`src/hw/sparc_settings.svh`:
```
`ifndef SPARC_SETTINGS_SVH
`define SPARC_SETTINGS_SVH

// Data word width in bits
`define SPARC_XLEN 32

// Integer register count, r0 reads as zero
`define SPARC_NREGS 32

// RAM depth in 32-bit words
`define SPARC_RAM_WORDS 1024

// Byte address of the first instruction after run
`define SPARC_RESET_PC 0

`endif

```
`src/hw/sparc_isa_pkg.sv`:
```
`default_nettype none
`include "sparc_settings.svh"

package sparc_isa_pkg;

	// Register index
	typedef logic [$clog2(`SPARC_NREGS)-1:0] reg_idx_t;

	// Family in bits 31:30, op 01 reused as halt
	typedef enum logic [1:0] {
		OP_BRANCH = 2'b00,
		OP_HALT   = 2'b01,
		OP_ALU    = 2'b10,
		OP_MEM    = 2'b11
	} op_family_t;

	// op3 field, ALU and memory codes overlap
	typedef logic [5:0] op3_t;
	localparam op3_t OP3_ADD   = 6'b000000;
	localparam op3_t OP3_AND   = 6'b000001;
	localparam op3_t OP3_OR    = 6'b000010;
	localparam op3_t OP3_XOR   = 6'b000011;
	localparam op3_t OP3_SUB   = 6'b000100;
	localparam op3_t OP3_ADDCC = 6'b010000;
	localparam op3_t OP3_ANDCC = 6'b010001;
	localparam op3_t OP3_ORCC  = 6'b010010;
	localparam op3_t OP3_XORCC = 6'b010011;
	localparam op3_t OP3_SUBCC = 6'b010100;
	localparam op3_t OP3_LD    = 6'b000000;
	localparam op3_t OP3_LDUB  = 6'b000001;
	localparam op3_t OP3_ST    = 6'b000100;
	localparam op3_t OP3_STB   = 6'b000101;
	localparam op3_t OP3_LDSB  = 6'b001001;
	localparam op3_t OP3_SWAP  = 6'b001111;

	// Bicc conditions, bit 3 inverts the test
	typedef enum logic [3:0] {
		COND_BN, COND_BE, COND_BLE, COND_BL, COND_BLEU, COND_BCS, COND_BNEG, COND_BVS,
		COND_BA, COND_BNE, COND_BG, COND_BGE, COND_BGU, COND_BCC, COND_BPOS, COND_BVC
	} cond_t;

	// Format 3, rs2 sits in simm13[4:0]
	typedef struct packed {
		op_family_t  op;
		reg_idx_t    rd;
		op3_t        op3;
		reg_idx_t    rs1;
		logic        i;
		logic [12:0] simm13;
	} fmt3_t;

	// Format 2 branch
	typedef struct packed {
		op_family_t  op;
		logic        a;
		cond_t       cond;
		logic [2:0]  op2;
		logic [21:0] disp22;
	} fmt2_t;

	typedef enum logic [3:0] {
		ALU_ADD, ALU_SUB, ALU_AND, ALU_OR, ALU_XOR, ALU_PASS_B
	} alu_op_t;

	typedef struct packed {
		logic n;
		logic z;
		logic v;
		logic c;
	} icc_t;

	typedef struct packed {
		logic [`SPARC_XLEN-1:0] a;
		logic [`SPARC_XLEN-1:0] b;
		alu_op_t                op;
		logic                   set_cc;
	} alu_req_t;

endpackage

`default_nettype wire

```
`src/hw/register_file.sv`:
```
`timescale 1ns/1ps
`default_nettype none
`include "sparc_settings.svh"

module register_file
	import sparc_isa_pkg::*;
(
	input  wire                    Clk,
	input  wire                    RESET,
	input  wire reg_idx_t          ra_addr,
	input  wire reg_idx_t          rb_addr,
	output logic [`SPARC_XLEN-1:0] ra_data,
	output logic [`SPARC_XLEN-1:0] rb_data,
	input  wire                    we,
	input  wire reg_idx_t          wr_addr,
	input  wire [`SPARC_XLEN-1:0]  wr_data
);

	logic [`SPARC_XLEN-1:0] regs [`SPARC_NREGS];

	// Writes to r0 never land
	always_ff @(posedge Clk or posedge RESET) begin
		if (RESET) begin
			for (int i = 0; i < `SPARC_NREGS; i++)
				regs[i] <= '0;
		end else if (we && wr_addr != '0) begin
			regs[wr_addr] <= wr_data;
		end
	end

	// Async reads, r0 forced to zero
	assign ra_data = (ra_addr == '0) ? '0 : regs[ra_addr];
	assign rb_data = (rb_addr == '0) ? '0 : regs[rb_addr];

endmodule

`default_nettype wire

```
`config.mk`:
```
export PLATFORM = sky130hd
export DESIGN_NAME = register_file
export DESIGN_NICKNAME = d
export VERILOG_FILES = /design/src/hw/sparc_isa_pkg.sv /design/src/hw/register_file.sv
export VERILOG_INCLUDE_DIRS = /design/src /design/src/hw
export SDC_FILE = /design/constraint.sdc
export NUM_CORES = 2
export LEC_CHECK = 0
export BUFFER_PORTS_ARGS = -buffer_cell sky130_fd_sc_hd__buf_2
export CAP_MARGIN = 20
export CORE_ASPECT_RATIO = 1.75
export CORE_MARGIN = 2
export CORE_UTILIZATION = 35
export CTS_CLUSTER_SIZE = 10
export DETAILED_ROUTE_END_ITERATION = 12
export MAX_ROUTING_LAYER = met4
export PLACE_DENSITY = 0.49
export SYNTH_ARGS = -nofsm -noshare
export SYNTH_HDL_FRONTEND = slang
export SYNTH_SLANG_ARGS = --single-unit
```
`constraint.sdc`:
```
create_clock -name Clk -period 54.6 [get_ports Clk]
set_clock_uncertainty 0.15 [all_clocks]
set_input_delay 5.46 -clock Clk [delete_from_list [all_inputs] [get_ports Clk]]
set_output_delay 5.46 -clock Clk [all_outputs]
set_load 0.005 [all_outputs]
```
# ---- Yosys cells after proc, flatten, opt, wreduce, memory -nomap -nowiden
# Index checks and enable logic that the tools add are counted.
dict set report totals {
  ff_bits 1024
  wordCells 55
  inputBits 50
  out_inout_bits 64
}
dict set report op_classes {
  order_cmp 4
  bitwise_logic 3
  mux 11
  reduce_logical 5
}
# operator count
set ops {}
lappend ops {{bitwise mux 1024 bit} 1}
lappend ops {{binary-select mux 32 bit (select 5 bit)} 2}
lappend ops {{two-way mux 32 bit} 7}
lappend ops {{demux 32 bit (select 5 bit)} 1}
lappend ops {{greater-or-equal comparator 6 bit (second input constant)} 3}
lappend ops {{inverter 5 -> 6 bit} 3}
lappend ops {{zero test 5 bit} 2}
lappend ops {{less-than comparator 6 x 1 -> 1 bit (second input constant)} 1}
lappend ops {{nonzero test 5 bit} 1}
lappend ops {{logical AND 1 bit} 2}

# ---- Depth between registers and ports, before layout
dict set report logic_depth {
  depth_word 6
  ltp_mapped 9
  ltp_nobuf 4
}

# ---- Worst setup path before layout
# OpenSTA, ideal clock, no wires.
dict set report synth_timing {
  path_type {input -> output}
  start {input ra_addr[0]}
  end {output ra_data[0]}
  required_time_ns 48.990
  slack_ns 41.997
  n_path_buf 3
  path_stages 7
  arrival_time_ns 6.993
  path_cell_list {buf_6 buf_8 buf_2 mux4_2 a22o_1 a211oi_1 nor3_1}
}
dict set report synth_via {
  elab_chain_len 5
  word_cells_on_any_way 6
  cone_classes {mux: 4; bitwise: 1; reduce/logical: 1}
}
# element line_no
set synth_rtl {}
lappend synth_rtl {{from (decl)} register_file.sv:10} ;# input wire reg_idx_t ra_addr,
lappend synth_rtl {{inverter 5 -> 6 bit (implied by the code)} register_file.sv:32} ;# assign ra_data = (ra_addr == '0) ? '0 : regs[ra_addr];
lappend synth_rtl {{binary-select mux 32 bit (select 5 bit)} register_file.sv:32}
lappend synth_rtl {{two-way mux 32 bit (implied by the code) (2 in series)} register_file.sv:32}
lappend synth_rtl {{two-way mux 32 bit *} register_file.sv:32}
lappend synth_rtl {{to (decl)} register_file.sv:12} ;# output logic [`SPARC_XLEN-1:0] ra_data,
# Every way passes the cells marked *; elsewhere a longest branch is shown, timed or not. The select of a mux whose other input is x is not followed.

# ---- Worst setup path in the final report
dict set report layout_timing {
  start {input rb_addr[2]}
  end {output rb_data[23]}
}
dict set report layout_via {
  elab_chain_len 5
  word_cells_on_any_way 6
  cone_classes {mux: 4; bitwise: 1; reduce/logical: 1}
}
# element line_no
set layout_rtl {}
lappend layout_rtl {{from (decl)} register_file.sv:11} ;# input wire reg_idx_t rb_addr,
lappend layout_rtl {{inverter 5 -> 6 bit (implied by the code)} register_file.sv:33} ;# assign rb_data = (rb_addr == '0) ? '0 : regs[rb_addr];
lappend layout_rtl {{binary-select mux 32 bit (select 5 bit)} register_file.sv:33}
lappend layout_rtl {{two-way mux 32 bit (implied by the code) (2 in series)} register_file.sv:33}
lappend layout_rtl {{two-way mux 32 bit *} register_file.sv:33}
lappend layout_rtl {{to (decl)} register_file.sv:13} ;# output logic [`SPARC_XLEN-1:0] rb_data,
# Marked as above.

==> impl_metrics.ini <==
[run_status]
status = finished with violations
violations = DRC

[global_route]
grt_pass1_wl_um = 283000
grt_pass1_vias = 37000
grt_max_degree = 156
grt_usage_pct = 25.5
antenna_found_initial = 18
globalRouteOverflowTotal = 0

[worst_setup_path]
crit_start = rb_addr[2]
critical_path_class = in -> out
crit_required_ps = 48990
path_max_fanout = 91
crit_arrival_ps = 9460
crit_path_end_kind = primary output
r2r_slack_ps = 53630
startpoint_type = input port
rr_startpoint = regs[863]

[timing]
fin_setup_tns_ps = 0
max_freq_mhz = 66.4
period_minus_slack_ps = 15070
fin_ws_ps = 39530
hold_viol_final = 0
slew_violations = 0
rsz0062_at_grt = no
slew_headroom_pct = 19.2
setup_viol = 0
post-route-period-util_pct = 27.6
tightestPinTransition_ps = 1200

[finish]
final_nets = 3637
largest_reg_flops = 1024
regMostFlops = regs
reg_top3 = regs x1024
syn2layout_area_growth_pct = 9.40
mostFrequentLayoutCell = mux2_2
fill_cells = 14500
ff_latch_area_sq_mm = 0.0256
layout_common_cells = 1037 x mux2_2, 1024 x dfrtp_1, 397 x mux4_2, 271 x mux2i_1, 117 x clkbuf_16
multi_input_area_sq_mm = 0.0272
final_area_sq_mm = 0.0599
stdcell_count = 5652
final_layout_size_suffix_gt1_share_pct = 50.3

[floorplanning]
die_x_um = 303
core_sq_mm = 0.156
io_pins = 114
start_util_pct = 35.1
dieArea_sq_mm = 0.160
die_height_um = 527
fp-row-count = 192

[synth]
synth_seq_area_share_pct = 46.8
syn_avg_cell_area_sq_um = 14.8
synth_area_sq_mm = 0.0547
syn_inst = 3692
yosysUniqueCellTypes = 48
ys_seq_elements = 1024
synth_fp_nets = 3742
ys.flop_type = dfrtp_1
ys.warnings.count = 0
synth_edf_count = 0
async_reset_ff_share_pct = 100

[drt]
dr.first_iter.drc_count = 2361
via_per_inst = 6.13
drt_wl_total_um = 196000
wl_per_cell_um = 34.8
antenna_left = 0
dr.pass1.iters = 12
remaining_drc_errors = 20
vias = 34700

[power]
power_density_mw_per_mm2 = 35.9
leakage_nw = 25.8
finalPower_mw = 2.15
max-vdd-ir-drop_v = 0.0000233

[place]
place_worst_setup_slack_ps = 39140
port_buffers = 113
dp_hpwl_um = 109000
place_inst = 5503
place_area_sq_mm = 0.0568
gp_congestion = 0.769

[clock_network]
cts.clk_slew.worst_paths_ps = 60
insertion_delay_ps = 720
post_cts_buffers = 0
cts_tree = yes
cts_root_buffer = clkbuf_16
postCtsResizedCells = 0
hold_buffers = 0
numCtsBuffers = 113
htreeDepth = 3
clockBufferDepth = 3
cts.sinks = 1024

[min_path]
hold_class = reg -> reg
hold_path.startpoint = regs[1010]

[job]
drv_cap = 0
layer usage:
layer | wire, um | global-route usage (%) | part of all wire [%] | up-vias
li1 | - | - | - | 14000
met1 | 80900 | 31.9 | 41 | 19300
met2 | 98600 | 42.4 | 50 | 1086
met3 | 9560 | 3.47 | 4.9 | 320
met4 | 7320 | 8.75 | 3.7 | 0
met5 | 0 | - | 0 | -
metrics by stage:
step           utilization, %  hold slack (ps)
2_1_floorplan               -              291
3_3_place_gp             36.4              234
3_5_place_dp             36.4              235
4_1_cts                  38.3              250
5_1_grt                  38.4              261
6_report                 38.4              246
final timing paths:
kind	end	depth (start not counted)
setup reg to reg	regs[863]	1
hold / removal	regs[1010]	0
hold reg to reg	regs[1010]	0
setup / recovery	rb_data[23]	9
min in group asynchronous	regs[128]	2
max in group asynchronous	regs[598]	5
where the power goes:
group          internal, mW  switching (mW)
Clock                 0.378           0.309
Combinational         0.262           0.180
Sequential            0.904           0.114
Total                  1.54           0.603
critical path, stage by stage:
cell	delay, ps
buf_8	570
buf_4	910
buf_4	870
mux4_2	360
nor2b_1	130
a211oi_1	60
nor4_1	550
buf_4	270
buf_2	130
cell usage after synthesis, drive strengths merged, types with 33 or more instances:
master	n	area, sq um
a211oi	37	278
a21oi	43	215
a22o	42	368
a22oi	77	578
buf	199	1330
clkbuf	228	865
dfrtp	1024	25600
mux2	1037	11700
mux2i	271	2710
mux4	397	8940
nand2	41	154
nor2b	42	263
nor3	33	165
o22ai	40	250
layout make-up:
type / count / share of cell area (%)
inverter: 3 / 0.0313
multi-input combinational: 2238 / 45.4
timing repair buffer: 207 / 2.39
sequential: 1024 / 42.8
clock buffer: 128 / 4.99
clock inverter: 3 / 0.0376
tap: 2037 / 4.26
antenna: 12 / 0.0502
kinds of logic after synthesis:
family | after synthesis | synth area share [%]
DFF | 1024 | 46.8
muxes | 1705 | 42.6
buffers and inverters | 430 | 4.03
and+or+nand+nor | 207 | 2.06
AOI/OAI and AO/OA | 326 | 4.46
Note: power is estimated with default switching activity, not from simulation.
