`src/hw/sparc_settings.svh`:
```
`ifndef SPARC_SETTINGS_SVH
`define SPARC_SETTINGS_SVH

// Data word width in bits
`define SPARC_XLEN 32

// Integer register count, r0 reads as zero
`define SPARC_NREGS 32

// RAM depth in 32-bit words
`define SPARC_RAM_WORDS 1024

// Byte address of the first instruction after run
`define SPARC_RESET_PC 0

`endif

```
`src/hw/sparc_isa_pkg.sv`:
```
`default_nettype none
`include "sparc_settings.svh"

package sparc_isa_pkg;

	// Register index
	typedef logic [$clog2(`SPARC_NREGS)-1:0] reg_idx_t;

	// Family in bits 31:30, op 01 reused as halt
	typedef enum logic [1:0] {
		OP_BRANCH = 2'b00,
		OP_HALT   = 2'b01,
		OP_ALU    = 2'b10,
		OP_MEM    = 2'b11
	} op_family_t;

	// op3 field, ALU and memory codes overlap
	typedef logic [5:0] op3_t;
	localparam op3_t OP3_ADD   = 6'b000000;
	localparam op3_t OP3_AND   = 6'b000001;
	localparam op3_t OP3_OR    = 6'b000010;
	localparam op3_t OP3_XOR   = 6'b000011;
	localparam op3_t OP3_SUB   = 6'b000100;
	localparam op3_t OP3_ADDCC = 6'b010000;
	localparam op3_t OP3_ANDCC = 6'b010001;
	localparam op3_t OP3_ORCC  = 6'b010010;
	localparam op3_t OP3_XORCC = 6'b010011;
	localparam op3_t OP3_SUBCC = 6'b010100;
	localparam op3_t OP3_LD    = 6'b000000;
	localparam op3_t OP3_LDUB  = 6'b000001;
	localparam op3_t OP3_ST    = 6'b000100;
	localparam op3_t OP3_STB   = 6'b000101;
	localparam op3_t OP3_LDSB  = 6'b001001;
	localparam op3_t OP3_SWAP  = 6'b001111;

	// Bicc conditions, bit 3 inverts the test
	typedef enum logic [3:0] {
		COND_BN, COND_BE, COND_BLE, COND_BL, COND_BLEU, COND_BCS, COND_BNEG, COND_BVS,
		COND_BA, COND_BNE, COND_BG, COND_BGE, COND_BGU, COND_BCC, COND_BPOS, COND_BVC
	} cond_t;

	// Format 3, rs2 sits in simm13[4:0]
	typedef struct packed {
		op_family_t  op;
		reg_idx_t    rd;
		op3_t        op3;
		reg_idx_t    rs1;
		logic        i;
		logic [12:0] simm13;
	} fmt3_t;

	// Format 2 branch
	typedef struct packed {
		op_family_t  op;
		logic        a;
		cond_t       cond;
		logic [2:0]  op2;
		logic [21:0] disp22;
	} fmt2_t;

	typedef enum logic [3:0] {
		ALU_ADD, ALU_SUB, ALU_AND, ALU_OR, ALU_XOR, ALU_PASS_B
	} alu_op_t;

	typedef struct packed {
		logic n;
		logic z;
		logic v;
		logic c;
	} icc_t;

	typedef struct packed {
		logic [`SPARC_XLEN-1:0] a;
		logic [`SPARC_XLEN-1:0] b;
		alu_op_t                op;
		logic                   set_cc;
	} alu_req_t;

endpackage

`default_nettype wire

```
`src/hw/alu.sv`:
```
`timescale 1ns/1ps
`default_nettype none
`include "sparc_settings.svh"

module alu
	import sparc_isa_pkg::*;
(
	input  wire alu_req_t          req,
	output logic [`SPARC_XLEN-1:0] result,
	input  wire icc_t              icc_in,
	output icc_t                   icc_out
);

	localparam int MSB = `SPARC_XLEN - 1;

	// Extra bit holds carry or borrow
	logic [`SPARC_XLEN:0] sum, diff;
	logic v_add, v_sub;

	assign sum  = {1'b0, req.a} + {1'b0, req.b};
	assign diff = {1'b0, req.a} - {1'b0, req.b};
	// Same-sign inputs, result sign flipped
	assign v_add = (req.a[MSB] == req.b[MSB]) && (sum[MSB] != req.a[MSB]);
	// Opposite signs, result differs from a
	assign v_sub = (req.a[MSB] != req.b[MSB]) && (diff[MSB] != req.a[MSB]);

	always_comb begin
		case (req.op)
			ALU_ADD: result = sum[MSB:0];
			ALU_SUB: result = diff[MSB:0];
			ALU_AND: result = req.a & req.b;
			ALU_OR:  result = req.a | req.b;
			ALU_XOR: result = req.a ^ req.b;
			default: result = req.b;
		endcase
	end

	always_comb begin
		icc_out = icc_in;
		if (req.set_cc) begin
			icc_out.n = result[MSB];
			icc_out.z = (result == '0);
			// Logic ops clear v and c
			icc_out.v = 1'b0;
			icc_out.c = 1'b0;
			case (req.op)
				ALU_ADD: begin
					icc_out.v = v_add;
					icc_out.c = sum[`SPARC_XLEN];
				end
				ALU_SUB: begin
					icc_out.v = v_sub;
					icc_out.c = diff[`SPARC_XLEN];
				end
				default: ;
			endcase
		end
	end

endmodule

`default_nettype wire

```
`config.mk`:
```
export PLATFORM = sky130hd
export DESIGN_NAME = alu
export DESIGN_NICKNAME = d
export VERILOG_FILES = /design/src/hw/sparc_isa_pkg.sv /design/src/hw/alu.sv
export VERILOG_INCLUDE_DIRS = /design/src /design/src/hw
export SDC_FILE = /design/constraint.sdc
export NUM_CORES = 1
export LEC_CHECK = 0
export ABC_AREA = 0
export BUFFER_PORTS_ARGS = -buffer_cell sky130_fd_sc_hd__buf_2
export CORE_MARGIN = 5
export CORE_UTILIZATION = 52
export DETAILED_ROUTE_END_ITERATION = 16
export GPL_ROUTABILITY_DRIVEN = 0
export PLACE_DENSITY = 0.84
export SLEW_MARGIN = 5
export SYNTH_ARGS = -nofsm -noshare
export SYNTH_HDL_FRONTEND = slang
export SYNTH_SLANG_ARGS = --single-unit
```
`constraint.sdc`:
```
create_clock -name vclk -period 12.83
set_input_delay 2.566 -clock vclk [all_inputs]
set_output_delay 2.566 -clock vclk [all_outputs]
set_load 0.02 [all_outputs]
```
-- Word level (Yosys, flattened, before mapping)
Cells that the tools add are included.
- latch bits: 0
- bits in read-only memories: 0
- flip-flop bits (word level): 0
- memory bits (writable): 0
- memories: 0
- logic and storage cells: 20
- input port bits: 73
- output and inout port bits: 36
- magnitude comparators: 0
- reduce and logical (&&, ||, !) cells: 4
- muxes and demuxes: 3
- shifts and indexed selects: 0
- multiply operators: 0
- eq/ne operators: 8
- divide/modulo/power cells: 0
- bitwise gates (word level): 3
- $add $sub $neg: 2
- operator list (operator ; count):
    one-hot mux 32 bit (5 select lines) ; 1
    adder 32 x 32 -> 33 bit ; 1
    subtractor 32 x 32 -> 33 bit ; 1
    AND 32 bit ; 1
    zero test 32 bit ; 1
    OR 32 bit ; 1
    bitwise XOR 32 bit ; 1
    == test 4 x 2 -> 1 bit, second input constant ; 2
    == test 4 x 1 -> 1 bit, second input constant ; 1
    == test 4 x 3 -> 1 bit, second input constant ; 1
    zero test 4 bit ; 1
    2-to-1 mux 4 bit ; 1
    one-hot mux 2 bit (2 select lines) ; 1
    != test 1 bit ; 3
    logical AND 1 bit ; 2
    == test 1 bit ; 1

-- Depth between registers and ports, before layout
- depth after elaboration: 5
- mapped depth: 15
- gate-level depth less buffers: 15

-- Worst setup path before layout
OpenSTA, ideal clock, no wires.
- kind: input to output
- start point: in req[5] (netlist name)
- end point: out icc_out[2] (netlist name)
- buffers on the path: 0
- setup slack: 4466 ps
- cell stages on the path: 14
- data required time: 10264 ps
- arrival: 5798 ps
- path through: ha_1 > inv_1 > fa_1 > nand2b_1 > a21o_1 > nand2_1 > a31oi_1 > o311ai_0 > xnor2_1 > o22ai_1 > or4_1 > nor4_2 > nand4b_1 > o21ai_1
- RTL lines (item ; RTL line ; RTL):
    from (decl) ; alu.sv:8 ; input wire alu_req_t req,
    to (decl) ; alu.sv:11 ; output icc_t icc_out

==> impl_metrics.tcl <==
set metrics [dict create \
    drv_cap 0 \
    fp.dieW_um 120 \
    critical_path.endpoint_type "output pin" \
    final_nets 1183 \
    crit_required_ns 10.26 \
    finalNonFillerCells 1153 \
    mappedNetlistArea_mm2 0.00632 \
    core_region_area_mm2 0.0120 \
    yosys_warnings 0 \
    stdcell_area_mm2 0.00680 \
    finalCriticalPeriod_ns 9.40 \
    clock_buffer_count 0 \
    postSynthNetCount 1128 \
    die_h_um 120 \
    highest-signal-layer "met4" \
    floorplan.die_area_mm2 0.0145 \
    min_delay_path_depth 3 \
    diodes_inserted 0 \
    yosysSeqAreaShare 0 \
    placed_inst_area_mm2 0.00680 \
    timing.critical_path.cells "buf_2 > ha_1 > inv_1 > fa_1 > nand2b_1 > a21o_1 > nand2_1 > a31oi_1 > o311ai_0 > xnor2_1 > o22ai_1 > or4_1 > nor4_2 > nand4b_1 > o21ai_1 > buf_2" \
    power-per-cell-area_mw_per_mm2 45.7 \
    cp_peak_stage_delay_ns 1.12 \
    switchingPower_mw 0.204 \
    placed_cells_incl_taps 1153 \
    ir_worst_vdd_v 0.0000251 \
    period_share 0.733 \
    tightestPinTransition_ns 1.28 \
    postCtsResizedCells 0 \
    totalNegativeSetupSlack_ns 0 \
    routed_wire_length_per_instance_um 19.7 \
    timing.critical_path.slowest_stage_cell "o311ai_0" \
    avgViaCountPerCell 6.90 \
    n_fill_cell 1188 \
    final-seq-area_um2 0 \
    wl_met1_um 8550 \
    num_vias 7955 \
    count_of_unresolved_drc_violations_after_routing 0 \
    grt_antenna_before_repair 0 \
    totalPowerFinal_mw 0.311 \
    post_cts.repair.setup_buffers 0 \
    critPathMostFrequentCell "buf_2" \
    p_seq_frac 0 \
    grt_setup_unrepaired "no" \
    initial_utilization 0.528 \
    syn-instance-count 953 \
    worstSetupPathType "input pin to output pin" \
    worst_path_fanout_max 4 \
    p_comb_frac 1.000 \
    pin_count_of_the_biggest_net_entering_global_routing 31 \
    synth_largest_area_cell "ha_1" \
    finalSetupViolCount 0 \
    timing.max_slew.rel_slack 0.137 \
    met2_length_um 10100 \
    area.growth.synth_to_final_pct 7.54 \
    leakage_nw 3.12 \
    power_switching_share 0.656 \
    run_status "complete, no violations" \
    dp_hpwl_um 17400 \
    internal_power_mw 0.107 \
    routed_wl_um 22800 \
    final_critical_path_setup_slack_ns 3.43 \
    sequential_cell_total 0 \
    placement_rows 40 \
    postRouteAntennaNets 0 \
    power.share.clock 0 \
    worst_hold_path_type "input pin to output pin" \
    number_of_pins_exceeding_their_max_slew_limit_in_the_final_report 0 \
    met3RoutedLength_um 2870 \
    grt_first_pass_wirelength_um 36300 \
    postCtsHoldBufs 0 \
    fmax_mhz 106 \
    drc_violation_total_after_the_first_tritonroute_iteration 1197 \
    port_buffers 109 \
    first_global_vias 7432 \
    global_route.overflow_total 0 \
    drt_first_pass_iters 7 \
    synthesized_area_per_cell_um2 6.63 \
    timing_hold_violations_final 0 \
    netlist_top_cells_count "ha_1 (100), inv_1 (98), a21oi_1 (88)" \
    num_io_pins 109 \
    start_kind "input pin" \
    worstPathArrival_ns 6.84 \
    yosys.cell_count.top_type "ha_1" \
    grt_use_total 0.296 \
    netlist.area_leader.share 0.198 \
    synthTopCellsByArea "ha_1 (20%), a21oi_1 (7.0%), inv_1 (5.8%)" \
    drive_above_1_share 0.155 \
    place_ws_ns 3.71 \
    synth_cell_types 93 \
]
placed cells by master, fill, tap and decap left out, types with 9 or more instances in the layout:
| cell type | netlist | layout |
|---|---|---|
| buf_2 | 20 | 109 |
| nor4_1 | 18 | 18 |
| nand2_1 | 72 | 72 |
| xnor2_1 | 11 | 11 |
| a21o_1 | 17 | 17 |
| nand4_1 | 14 | 14 |
| a31oi_1 | 16 | 16 |
| o21ai_0 | 48 | 48 |
| nand2b_1 | 10 | 10 |
| a211oi_1 | 14 | 14 |
| o211ai_1 | 21 | 21 |
| inv_1 | 98 | 98 |
| nor3_1 | 24 | 22 |
| a32oi_1 | 9 | 9 |
| ha_1 | 100 | 100 |
| mux2i_1 | 9 | 9 |
| nor2_1 | 83 | 83 |
| o31ai_1 | 10 | 10 |
| o31a_1 | 9 | 9 |
| nand3_1 | 21 | 21 |
| o21bai_1 | 10 | 10 |
| o2111ai_1 | 9 | 9 |
| a21oi_1 | 88 | 88 |
| nor2b_1 | 14 | 14 |
path summary, 6_finish.rpt:
path,start,slack [ns],to
max,req[5],3.43,icc_out[2]
min,icc_in[0],5.47,icc_out[0]
per-stage QoR:
step	hold slack, ns	utilization
floorplan	5.26	-
global placement	5.47	0.568
detailed placement	5.47	0.568
CTS	5.47	0.568
global route	5.49	0.568
finish	5.47	0.568
cells by family (layout without fill, tap and decap cells):
| family | Yosys count | in the layout | synth area share |
|---|---|---|---|
| AO/OA/AOI/OAI | 350 | 350 | 0.395 |
| AND/OR/NAND/NOR | 314 | 314 | 0.254 |
| buffers and inverters | 163 | 216 | 0.110 |
| adder cells (fa/ha/maj) | 102 | 102 | 0.204 |
| XOR/XNOR | 12 | 12 | 0.0166 |
| multiplexers | 12 | 12 | 0.0196 |
routing by layer:
layer | vias up | GRT usage
li1 | 3632 | -
met2 | 636 | 0.481
met1 | 3556 | 0.370
met3 | 131 | 0.0557
met5 | - | 0
met4 | 0 | 0.157
power groups by stage:
stage / registers (mW) / logic (mW) / clock network (mW)
2_1_floorplan: 0 / 0.219 / 0
3_3_place_gp: 0 / 0.294 / 0
3_5_place_dp: 0 / 0.298 / 0
4_1_cts: 0 / 0.299 / 0
5_1_grt: 0 / 0.334 / 0
6_report: 0 / 0.311 / 0
area by class of cell:
class / count / area [um^2] / area share
tap: 147 / 184 / 0.0271
timing repair buffer: 116 / 598 / 0.0880
multi-input combinational: 790 / 5640 / 0.830
inverter: 100 / 375 / 0.0552
worst max-delay path, delay by kind of cell:
kind | cells | cell delay [ns]
AO/OA/AOI/OAI | 5 | 1.84
XOR/XNOR | 1 | 0.21
adder cells (fa/ha/maj) | 2 | 0.60
buffers and inverters | 3 | 0.39
AND/OR/NAND/NOR | 5 | 1.21
Note: power is estimated with default switching activity, not from simulation.
