<file path="config.mk">
export PLATFORM = sky130hd
export DESIGN_NAME = wb_arbiter
export DESIGN_NICKNAME = d
export VERILOG_FILES = /design/src/hw/sparc_bus_pkg.sv /design/src/hw/wb_arbiter.sv
export VERILOG_INCLUDE_DIRS = /design/src /design/src/hw
export SDC_FILE = /design/constraint.sdc
export NUM_CORES = 1
export LEC_CHECK = 0
export ABC_AREA = 0
export BUFFER_PORTS_ARGS = -buffer_cell sky130_fd_sc_hd__buf_2
export CAP_MARGIN = 20
export CELL_PAD_IN_SITES_DETAIL_PLACEMENT = 0
export CELL_PAD_IN_SITES_GLOBAL_PLACEMENT = 2
export CORE_AREA = 2 2 162 164
export CTS_BUF_LIST = sky130_fd_sc_hd__clkbuf_2 sky130_fd_sc_hd__clkbuf_4 sky130_fd_sc_hd__clkbuf_8
export CTS_CLUSTER_DIAMETER = 200
export DETAILED_ROUTE_END_ITERATION = 8
export DIE_AREA = 0 0 164 166
export PLACE_DENSITY = 0.73
export SLEW_MARGIN = 20
export SYNTH_ARGS = -nofsm -noshare
export SYNTH_HDL_FRONTEND = slang
export SYNTH_SLANG_ARGS = --single-unit
export TNS_END_PERCENT = 50
</file>
<file path="constraint.sdc">
create_clock -name Clk -period 2.7 [get_ports Clk]
set_clock_uncertainty 0.15 [all_clocks]
set_input_delay 0.135 -clock Clk [delete_from_list [all_inputs] [get_ports Clk]]
set_output_delay 0.135 -clock Clk [all_outputs]
set_load 0.02 [all_outputs]
</file>
<file path="src/hw/sparc_settings.svh">
`ifndef SPARC_SETTINGS_SVH
`define SPARC_SETTINGS_SVH

// Data word width in bits
`define SPARC_XLEN 32

// Integer register count, r0 reads as zero
`define SPARC_NREGS 32

// RAM depth in 32-bit words
`define SPARC_RAM_WORDS 1024

// Byte address of the first instruction after run
`define SPARC_RESET_PC 0

`endif

</file>
<file path="src/hw/sparc_bus_pkg.sv">
`default_nettype none
`include "sparc_settings.svh"

package sparc_bus_pkg;

	// Wishbone classic request, master to slave
	typedef struct packed {
		logic                     cyc;
		logic                     stb;
		logic                     we;
		// Byte address
		logic [31:0]              adr;
		logic [`SPARC_XLEN-1:0]   dat;
		// sel[3] is byte address 0
		logic [`SPARC_XLEN/8-1:0] sel;
	} wb_req_t;

	// Slave response
	typedef struct packed {
		logic                   ack;
		logic [`SPARC_XLEN-1:0] dat;
	} wb_rsp_t;

endpackage

`default_nettype wire

</file>
<file path="src/hw/wb_arbiter.sv">
`timescale 1ns/1ps
`default_nettype none

module wb_arbiter
	import sparc_bus_pkg::*;
(
	input  wire          Clk,
	input  wire          RESET,
	input  wire wb_req_t m_req [3],
	output wb_rsp_t      m_rsp [3],
	output wb_req_t      s_req,
	input  wire wb_rsp_t s_rsp
);

	localparam int NM = 3;

	logic [1:0] gnt;
	logic [1:0] pick;
	logic busy;
	logic any_req;

	// Lowest index wins, so scan downward
	always_comb begin
		pick    = '0;
		any_req = 1'b0;
		for (int i = NM - 1; i >= 0; i--) begin
			if (m_req[i].cyc) begin
				pick    = 2'(i);
				any_req = 1'b1;
			end
		end
	end

	// Grant only from idle, hold while cyc stays up
	always_ff @(posedge Clk or posedge RESET) begin
		if (RESET) begin
			busy <= 1'b0;
			gnt  <= '0;
		end else if (!busy) begin
			if (any_req) begin
				busy <= 1'b1;
				gnt  <= pick;
			end
		end else if (!m_req[gnt].cyc) begin
			busy <= 1'b0;
		end
	end

	// Idle bus carries no cycle
	assign s_req = busy ? m_req[gnt] : '0;

	// Ack only to the owner, data broadcast
	always_comb begin
		for (int i = 0; i < NM; i++) begin
			m_rsp[i].ack = busy && (gnt == 2'(i)) && s_rsp.ack;
			m_rsp[i].dat = s_rsp.dat;
		end
	end

endmodule

`default_nettype wire

</file>
# == Word level (Yosys, flattened, before mapping) ==
# Cells that the tools add are included.
# word_totals
in_bits,248
word_cells,28
output_inout_bits,170
reg_bits,3
# op_classes
n_lt_le_gt_ge,1
bitwise_logic,2
muxes,13
n_eq_ne,2
n_reduce_logical,8
# ops
op,count
71-bit 2-to-1 mux,3
71-bit binary-select mux with 2-bit select,1
1-bit logical AND,6
1-bit 2-to-1 mux,6
2-bit 2-to-1 mux,3
3-bit greater-or-equal comparator (second input constant),1
2-bit inverter with 3-bit output,1
2-bit by 1-bit == test with 1-bit output (second input constant),1
2-bit == test (second input constant),1
2-bit zero test,1
2-bit AND reduction,1
1-bit inverter,1

# == Depth between registers and ports, before layout ==
# Gate-level depths: netlist (run 1).
# depth
depth_word,6
ltp_mapped,6
depth_no_buf,3

# == Least setup slack after synthesis (run 1) ==
# No wires, ideal clock.
# synth_timing
kind,register to output
startpoint,register gnt[0]
endpoint,output s_req[48] (netlist name)
slack_ns,1.004
arrival_time_ns,1.411
stages_incl_launch_ff,7
n_path_buf,3
t_required_ns,2.415
path_cell_list,dfrtp_1 buf_6 buf_12 buf_12 mux2i_1 or2_0 a21oi_1
# synth_lines
element,line,rtl
start: declaration,wb_arbiter.sv:17,logic [1:0] gnt;
start signal: assignment,wb_arbiter.sv:42,gnt <= pick;
end: declaration,wb_arbiter.sv:11,"output wb_req_t s_req,"

==> impl_results.md, run 1 <==
* Peak supply drop at 0.576 mV
* Cts bufs inserted at 3
* Maxcap violations at 0
* Pre-antenna DRT Iters at 4
* IO Port Bufs at 289
* Initial antenna violation count at 1
* Finished Layout Cells at 945
* EDFF count, synth at 0
* Hold Path Class: input port to register
* Starting density of the core at 0.113
* WHS at 0.0564 ns
* Post-synth top flop: dfrtp_1
* CP Capture Type: output port
* Die Ht at 166 um
* WL final at 12.0 mm
* Sequential fraction of the synthesis area at 0.0260
* Tightest Pin Transition at 0.432 ns
* CTS tree: built
* DPL Wire Length at 10.1 mm
* # resized after CTS at 0
* Area delta synth->final at 38.2%
* FF-to-FF End: busy$_DFF_PP0_
* Worst reg2reg startpoint: gnt[1]$_DFFE_PP0P_
* Area of the core at 25,600 um2
* Critical Path End: s_req[58]
* GRT Resource Usage Total at 0.0807
* Worst path depth at 5
* Placed insts at 939
* Final setup TNS at 0 ns
* Ant. Diodes at 0
* Syn nets at 683
* Clk Latency, worst-skew pair at 0.22 ns
* Most area-consuming cells after synthesis: buf_4, mux2i_1, a21oi_1, or2_2, nand2_1
* CP Launch Type: register
* Final period util at 0.805
* Avg Synthesized Cell Area at 6.64 um2
* Vias in the first global route at 3,202
* Cell Pwr Density at 978 nW/um2
* WP data arrival at 1.89 ns
* H-tree Lvls at 1
* Endpoints failing setup at 0
* Footprint of the multi-input gates at 1870 um2
* Global-route wire length before repair at 17.0 mm
* Register area at 80.1 um2
* Synth Register Bits at 3
* Delay-heaviest family, CP: flip-flops
* CP max FO at 34
* Initial DRC count at 79
* GPL Wtd Cong at 0.764
* Flop2flop setup slack at 1.22 ns
* Cells after synthesis at 435
* CP Class: register to output port
* RSZ-0062 raised after global routing: no
* Clock Tree Root: clkbuf_8
* Die X at 164 um
* Share of layout cells above drive strength 1 at 0.582
* Antenna viol nets, final at 0
* Wire per inst at 12.7 um
* Vias post-DR at 3,344
* Clock slew at reported path FFs at 0.03 ns
* Leak Pwr at 2.02 nW
* Buf/Inv on CP at 2
* Final worst slack at 0.527 ns
* Synth top cells by count: buf_4, nand2_1, a21oi_1, mux2i_1, or2_2
* Max Clock Freq at 0.460 GHz
* Slew headroom at 0.712
* Run status: finished clean
* Slowest CP cell: dfrtp_4
* Req. time, crit path at 2.41 ns
* Worst Setup SP: gnt[0]$_DFFE_PP0P_
* Drt via density at 3.54
* CP peak stage delay at 0.59 ns
* # rows at 59
* Area leader, netlist: buf_4
* Setup Slack @ Placement at 0.724 ns
* Worst Hold Path Cells at 3
* Yosys warns at 0
* Clk sink count at 3
* Total die area at 27,200 um2
* CTS max path bufs at 2
* Async S/R FF share, synth at 1.00
* Top Ports at 418
* Fillers at 3,032
* Nets at 859
* Top-count cell post-synth: buf_4
* Final min period at 2.17 ns
* Synth top area share at 0.252
* Final Hold Fails at 0
* Crit-path cells: nor2b_4, buf_4, nand2_1, a21oi_1, buf_2
* Final slew viol count at 0
* Largest net degree at the start of global routing at 41
* Gr ovfl total at 0
* Post-Syn Area at 2890 um2
* Worst-case reg-to-reg path depth at 4
* # DRC at 0
* Distinct cells, synth at 22
## worst min-delay path by stage
stage,start,to
floorplan,RESET,busy$_DFF_PP0_
finish,m_req[141],gnt[0]$_DFFE_PP0P_
detailed placement,RESET,gnt[0]$_DFFE_PP0P_
CTS,m_req[141],gnt[0]$_DFFE_PP0P_
global route,m_req[141],gnt[0]$_DFFE_PP0P_
global placement,RESET,gnt[0]$_DFFE_PP0P_
## sequential cells by signal, indices dropped and copies added (netlist names)
signal  count
busy        1
gnt         2
## metrics by stage
| stage | total power, mW | instance area (um2) | utilization |
|---|---|---|---|
| after detailed placement | 3.81 | 3920 | 0.153 |
| after global routing | 4.22 | 3990 | 0.156 |
| final | 3.90 | 3990 | 0.156 |
| after CTS | 3.97 | 3990 | 0.156 |
| after floorplan | 2.98 | 2890 | - |
| after global placement | 3.83 | 3920 | 0.153 |
## worst register-to-register path, delay by kind of cell, from the launching register on
kind	cells	cell delay, ns
flip-flops	1	0.40
AND/OR/NAND/NOR	1	0.22
AO/OA/AOI/OAI	2	0.35
buffers and inverters	1	0.23
## cell families after synthesis
| family | Yosys count | share of synthesized area |
|---|---|---|
| and+or+nand+nor | 154 | 0.266 |
| buffers and inverters | 132 | 0.331 |
| AOI/OAI and AO/OA | 76 | 0.135 |
| muxes | 70 | 0.243 |
| DFF | 3 | 0.0260 |
## area by class of cell
class                   count  area share
repair buffers            299       0.392
flip-flops and latches      3      0.0201
clock buffers               4      0.0122
multi-input cells         300       0.467
inverters                   4     0.00376
well taps                 335       0.105
## what timing repair did
action	in CTS	in global routing
hold buffers	2	0
endpoints found under the hold margin	4	0
setup buffers	0	0
## layout by cell type (no fill, tap or decap)
master and n:
a21oi_1 72, and3_1 1, buf_12 3, buf_2 289
buf_4 5, clkbuf_4 1, clkbuf_8 3, dfrtp_1 1
dfrtp_2 1, dfrtp_4 1, dlygate4sd3_1 2, inv_1 3
inv_2 1, mux2i_1 70, nand2_1 73, nor2_1 5
nor2b_4 1, nor3_1 2, nor3b_1 2, o21ai_0 2
o221a_2 1, o31ai_1 1, or2_0 20, or2_1 1
or2_2 49
## power by group
group | switching, mW | internal, mW
combinational | 2.17 | 1.44
sequential | 0.0796 | 0.0734
clock | 0.0301 | 0.111
## layer usage
metal | share of wire | vias up | global-route usage | routed length [um]
met5 | 0 | - | 0 | 0
met4 | 0.037 | 0 | 0.0328 | 444
met3 | 0.11 | 39 | 0.0272 | 1310
met2 | 0.50 | 217 | 0.152 | 6010
met1 | 0.36 | 1407 | 0.0798 | 4280
li1 | - | 1681 | - | -
No activity file was read; power rests on OpenSTA's default activity.
==> run 2: changes to the inputs <==
- ABC_AREA: 0 -> 1
- CORE_AREA: 2 2 162 164 -> unset
- CORE_MARGIN: unset -> 2
- CORE_UTILIZATION: unset -> 12
- DIE_AREA: 0 0 164 166 -> unset
- PLACE_DENSITY: 0.73 -> 0.8
- clock period: 2.7 -> 2 ns (I/O delays scaled with it)
==> run 2 against run 1 <==
Compared with the run above:
- highest routed layer unchanged
- sequential cell count stayed put
- via count is 29% higher
- hold slack worse by 0.037 ns
- critical endpoint is now s_req[55]
- critical path type unchanged
- sequential power is 7% higher
- non-clock buffer count is 5 higher
- critical path depth is 2 higher
- synthesized cell count is 35% higher
- final cell count is 15% higher
==> impl_results.md, run 2 <==
* DPL Wire Length at 11.6 mm (was 10.1 mm)
* WHS at 0.0194 ns (was 0.0564 ns)
* Die X at 163 um (was 164 um)
* WL final at 15.0 mm (was 12.0 mm)
* Wire per inst at 13.9 um (was 12.7 um)
* Cell Pwr Density at 1450 nW/um2 (was 978 nW/um2)
* Clk sink count at 3 (unchanged)
* Compound-Gate Fraction of Synth Area at 0.00492 (was 0.135)
* Initial DRC count at 163 (was 79)
* # DRC at 0 (unchanged)
* CTS max path bufs at 2 (unchanged)
* Final min period at 1.87 ns
* Vias post-DR at 4,305 (was 3,344)
* Clk Latency, worst-skew pair at 0.22 ns (about the same)
* Max reg flops at 2 (unchanged)
* Area leader, netlist: nand3_1 (was buf_4)
* RSZ-0062 raised after global routing: no (unchanged)
* Largest registers: gnt (2), busy (1) (unchanged)
* Starting density of the core at 0.122 (was 0.113)
* CP peak stage delay at 0.45 ns (was 0.59 ns)
* Distinct cells, synth at 13 (was 22)
* H-tree Lvls at 1 (unchanged)
* Hold Path Class: input port to register (unchanged)
* Avg Synthesized Cell Area at 5.18 um2 (was 6.64 um2)
* Worst Hold Path Cells at 3 (unchanged)
* Yosys warns at 0 (unchanged)
* Largest family of logic cells by synthesized area: simple AND/OR/NAND/NOR gates (was buffers and inverters)
* Commonest cells after routing, fill and taps aside: buf_2, nand3_1, nand2_1 (was buf_2, nand2_1, a21oi_1)
* Post-synthesis mux area share at 0 (was 0.243)
* CP max FO at 72 (was 34)
* CTS tree: built (unchanged)
* Slowest CP cell: dfrtp_2 (was dfrtp_4)
* Endpoints failing setup at 0 (unchanged)
* Setup bufs post-CTS at 0 (unchanged)
* CP Class: register to output port (unchanged)
* Ant. Diodes at 0 (unchanged)
* Final slew viol count at 0 (unchanged)
* Maxcap violations at 0 (unchanged)
* Final period util at 0.935
* Slew headroom at 0.709 (was 0.712)
* Flop2flop setup slack at 0.57 ns (was 1.22 ns)
* Cells after synthesis at 589 (was 435)
* Total die area at 26,700 um2 (was 27,200 um2)
* Clock slew at reported path FFs at 0.03 ns (about the same)
* GRT Resource Usage Total at 0.102 (was 0.0807)
* Syn nets at 837 (was 683)
* Max Clock Freq at 0.535 GHz
* CP Launch Type: register (unchanged)
* Most common cell after layout, fill and taps aside: buf_2 (unchanged)
* Area of the core at 25,100 um2 (was 25,600 um2)
* Synth Area in XOR/XNOR at 0 (unchanged)
* # rows at 58 (was 59)
* Post-synthesis adder-cell area fraction at 0 (unchanged)
* Simple logic cell fraction of the synthesized area at 0.540 (was 0.266)
* Tightest Pin Transition at 0.436 ns (was 0.432 ns)
* Die Ht at 163 um (was 166 um)
* Top Ports at 418 (unchanged)
* Peak supply drop at 0.408 mV (was 0.576 mV)
* Initial antenna violation count at 1 (unchanged)
* GPL Wtd Cong at 0.823 (was 0.764)
* Worst-case reg-to-reg path depth at 6 (was 4)
* Pre-antenna DRT Iters at 4 (unchanged)
* Final setup TNS at 0 ns (unchanged)
* Run status: finished clean (unchanged)
* WP data arrival at 1.62 ns (was 1.89 ns)
* Drt via density at 3.96 (was 3.54)
* Worst Min Path Start: m_req[141] (unchanged)
* Global-route wire length before repair at 21.3 mm (was 17.0 mm)
* Crit-path cells: inv_2, buf_12, nand3_1, nand3_1, nand2_1, inv_1, buf_2 (was nor2b_4, buf_4, nand2_1, a21oi_1, buf_2)
* Sequential fraction of the synthesis area at 0.0246 (was 0.0260)
* Top-count cell post-synth: nand3_1 (was buf_4)
* Vias in the first global route at 3,980 (was 3,202)
* Share of layout cells above drive strength 1 at 0.414 (was 0.582)
* Post-synth top flop: dfrtp_1 (unchanged)
* Min-Delay Endpoint: gnt[0]$_DFFE_PP0P_ (unchanged)
* Area delta synth->final at 35.3% (was 38.2%)
* Synth top cells by count: nand3_1, nand2_1, buf_4, inv_1, buf_2 (was buf_4, nand2_1, a21oi_1, mux2i_1, or2_2)
* FF-to-FF End: busy$_DFF_PP0_ (unchanged)
* IO Port Bufs at 289 (unchanged)
* Gr ovfl total at 0 (unchanged)
* CP Capture Type: output port (unchanged)
* Worst reg2reg startpoint: gnt[1]$_DFFE_PP0P_ (unchanged)
* Req. time, crit path at 1.75 ns (was 2.41 ns)
* Async S/R FF share, synth at 1.00 (unchanged)
* Crit-path most repeated cell: nand3_1
* Cts bufs inserted at 3 (unchanged)
* Leak Pwr at 2.73 nW (was 2.02 nW)
* Clock Tree Root: clkbuf_8 (unchanged)
* Post-Syn Area at 3050 um2 (was 2890 um2)
* Top reg by flops: gnt (unchanged)
* Largest net degree at the start of global routing at 73 (was 41)
* Most area-consuming cells after synthesis: nand3_1, buf_4, nand2_1, inv_1, buf_6 (was buf_4, mux2i_1, a21oi_1, or2_2, nand2_1)
* Nets at 1,005 (was 859)
* Antenna viol nets, final at 0 (unchanged)
* EDFF count, synth at 0 (unchanged)
* Synth top area share at 0.351 (was 0.252)
* Final Hold Fails at 0 (unchanged)
* Synth Register Bits at 3 (unchanged)
==> run 2: cell types whose count changed after synthesis, sizes merged, moves of 70 or more <==
cell	before	now
mux2i	70	0
nand3	0	214
or2	70	0
inv	4	77
nand2	73	147
a21oi	72	2
==> run 2: critical path, delay by kind of cell (launching register included) <==
kind                   cells  cell delay [ns]
buffers and inverters      4             0.63
DFF                        1             0.45
and+or+nand+nor            3             0.29
==> run 2: cells by family after synthesis <==
group           after synthesis
simple gates                365
compound gates                3
flops                         3
buf+inv                     218
==> run 2: area by class of cell <==
| cell class | instances | area (um2) |
|---|---|---|
| multi-input combinational | 368 | 1660 |
| sequential | 3 | 78.8 |
| timing repair buffer | 304 | 1640 |
| clock buffer | 4 | 48.8 |
| inverter | 77 | 289 |
| fill | 3001 | 21000 |
| tap | 330 | 413 |
==> run 2: per-stage QoR <==
stage               setup slack, ns  instance area, um2  utilization  total power, mW  std cells
finish                        0.130                4130        0.164             5.97       1086
global placement              0.360                4070        0.162             5.94       1081
global route                 0.0113                4130        0.164             6.61       1086
detailed placement            0.323                4070        0.162             5.87       1081
CTS                          0.0895                4130        0.164             6.09       1086
floorplan                     0.530                3050            -             4.31        589
==> run 2: routing by layer <==
layer / global-route usage / vias up / routed length (um)
li1: - / 2106 / -
met1: 0.110 / 1932 / 5670
met2: 0.195 / 217 / 7600
met3: 0.0142 / 50 / 1220
met4: 0.0470 / 0 / 560
met5: 0 / - / 0
==> run 2: where the power goes <==
group          switching (mW)  internal, mW  leakage, nW  total, mW
clock network          0.0435         0.150       0.0262      0.193
registers              0.0677        0.0963       0.0335      0.164
logic                    3.79          1.82         2.67       5.62
total                    3.90          2.07         2.73       5.97
==> run 2: what timing repair did <==
| action | CTS | global route |
|---|---|---|
| hold buffers | 1 | 0 |
| hold endpoints to repair | 3 | 0 |
| gates resized for setup | 0 | 0 |
==> run 2: how the worst max path moves through the flow <==
stage                     slack [ns]          startpoint   endpoint
after floorplan                 0.53  gnt[0]$_DFFE_PP0P_  m_rsp[32]
after global placement          0.36  gnt[1]$_DFFE_PP0P_  s_req[55]
after detailed placement        0.32  gnt[1]$_DFFE_PP0P_  s_req[55]
after CTS                       0.09  gnt[1]$_DFFE_PP0P_  s_req[55]
after global routing            0.01  gnt[1]$_DFFE_PP0P_  s_req[55]
final                           0.13  gnt[1]$_DFFE_PP0P_  s_req[55]
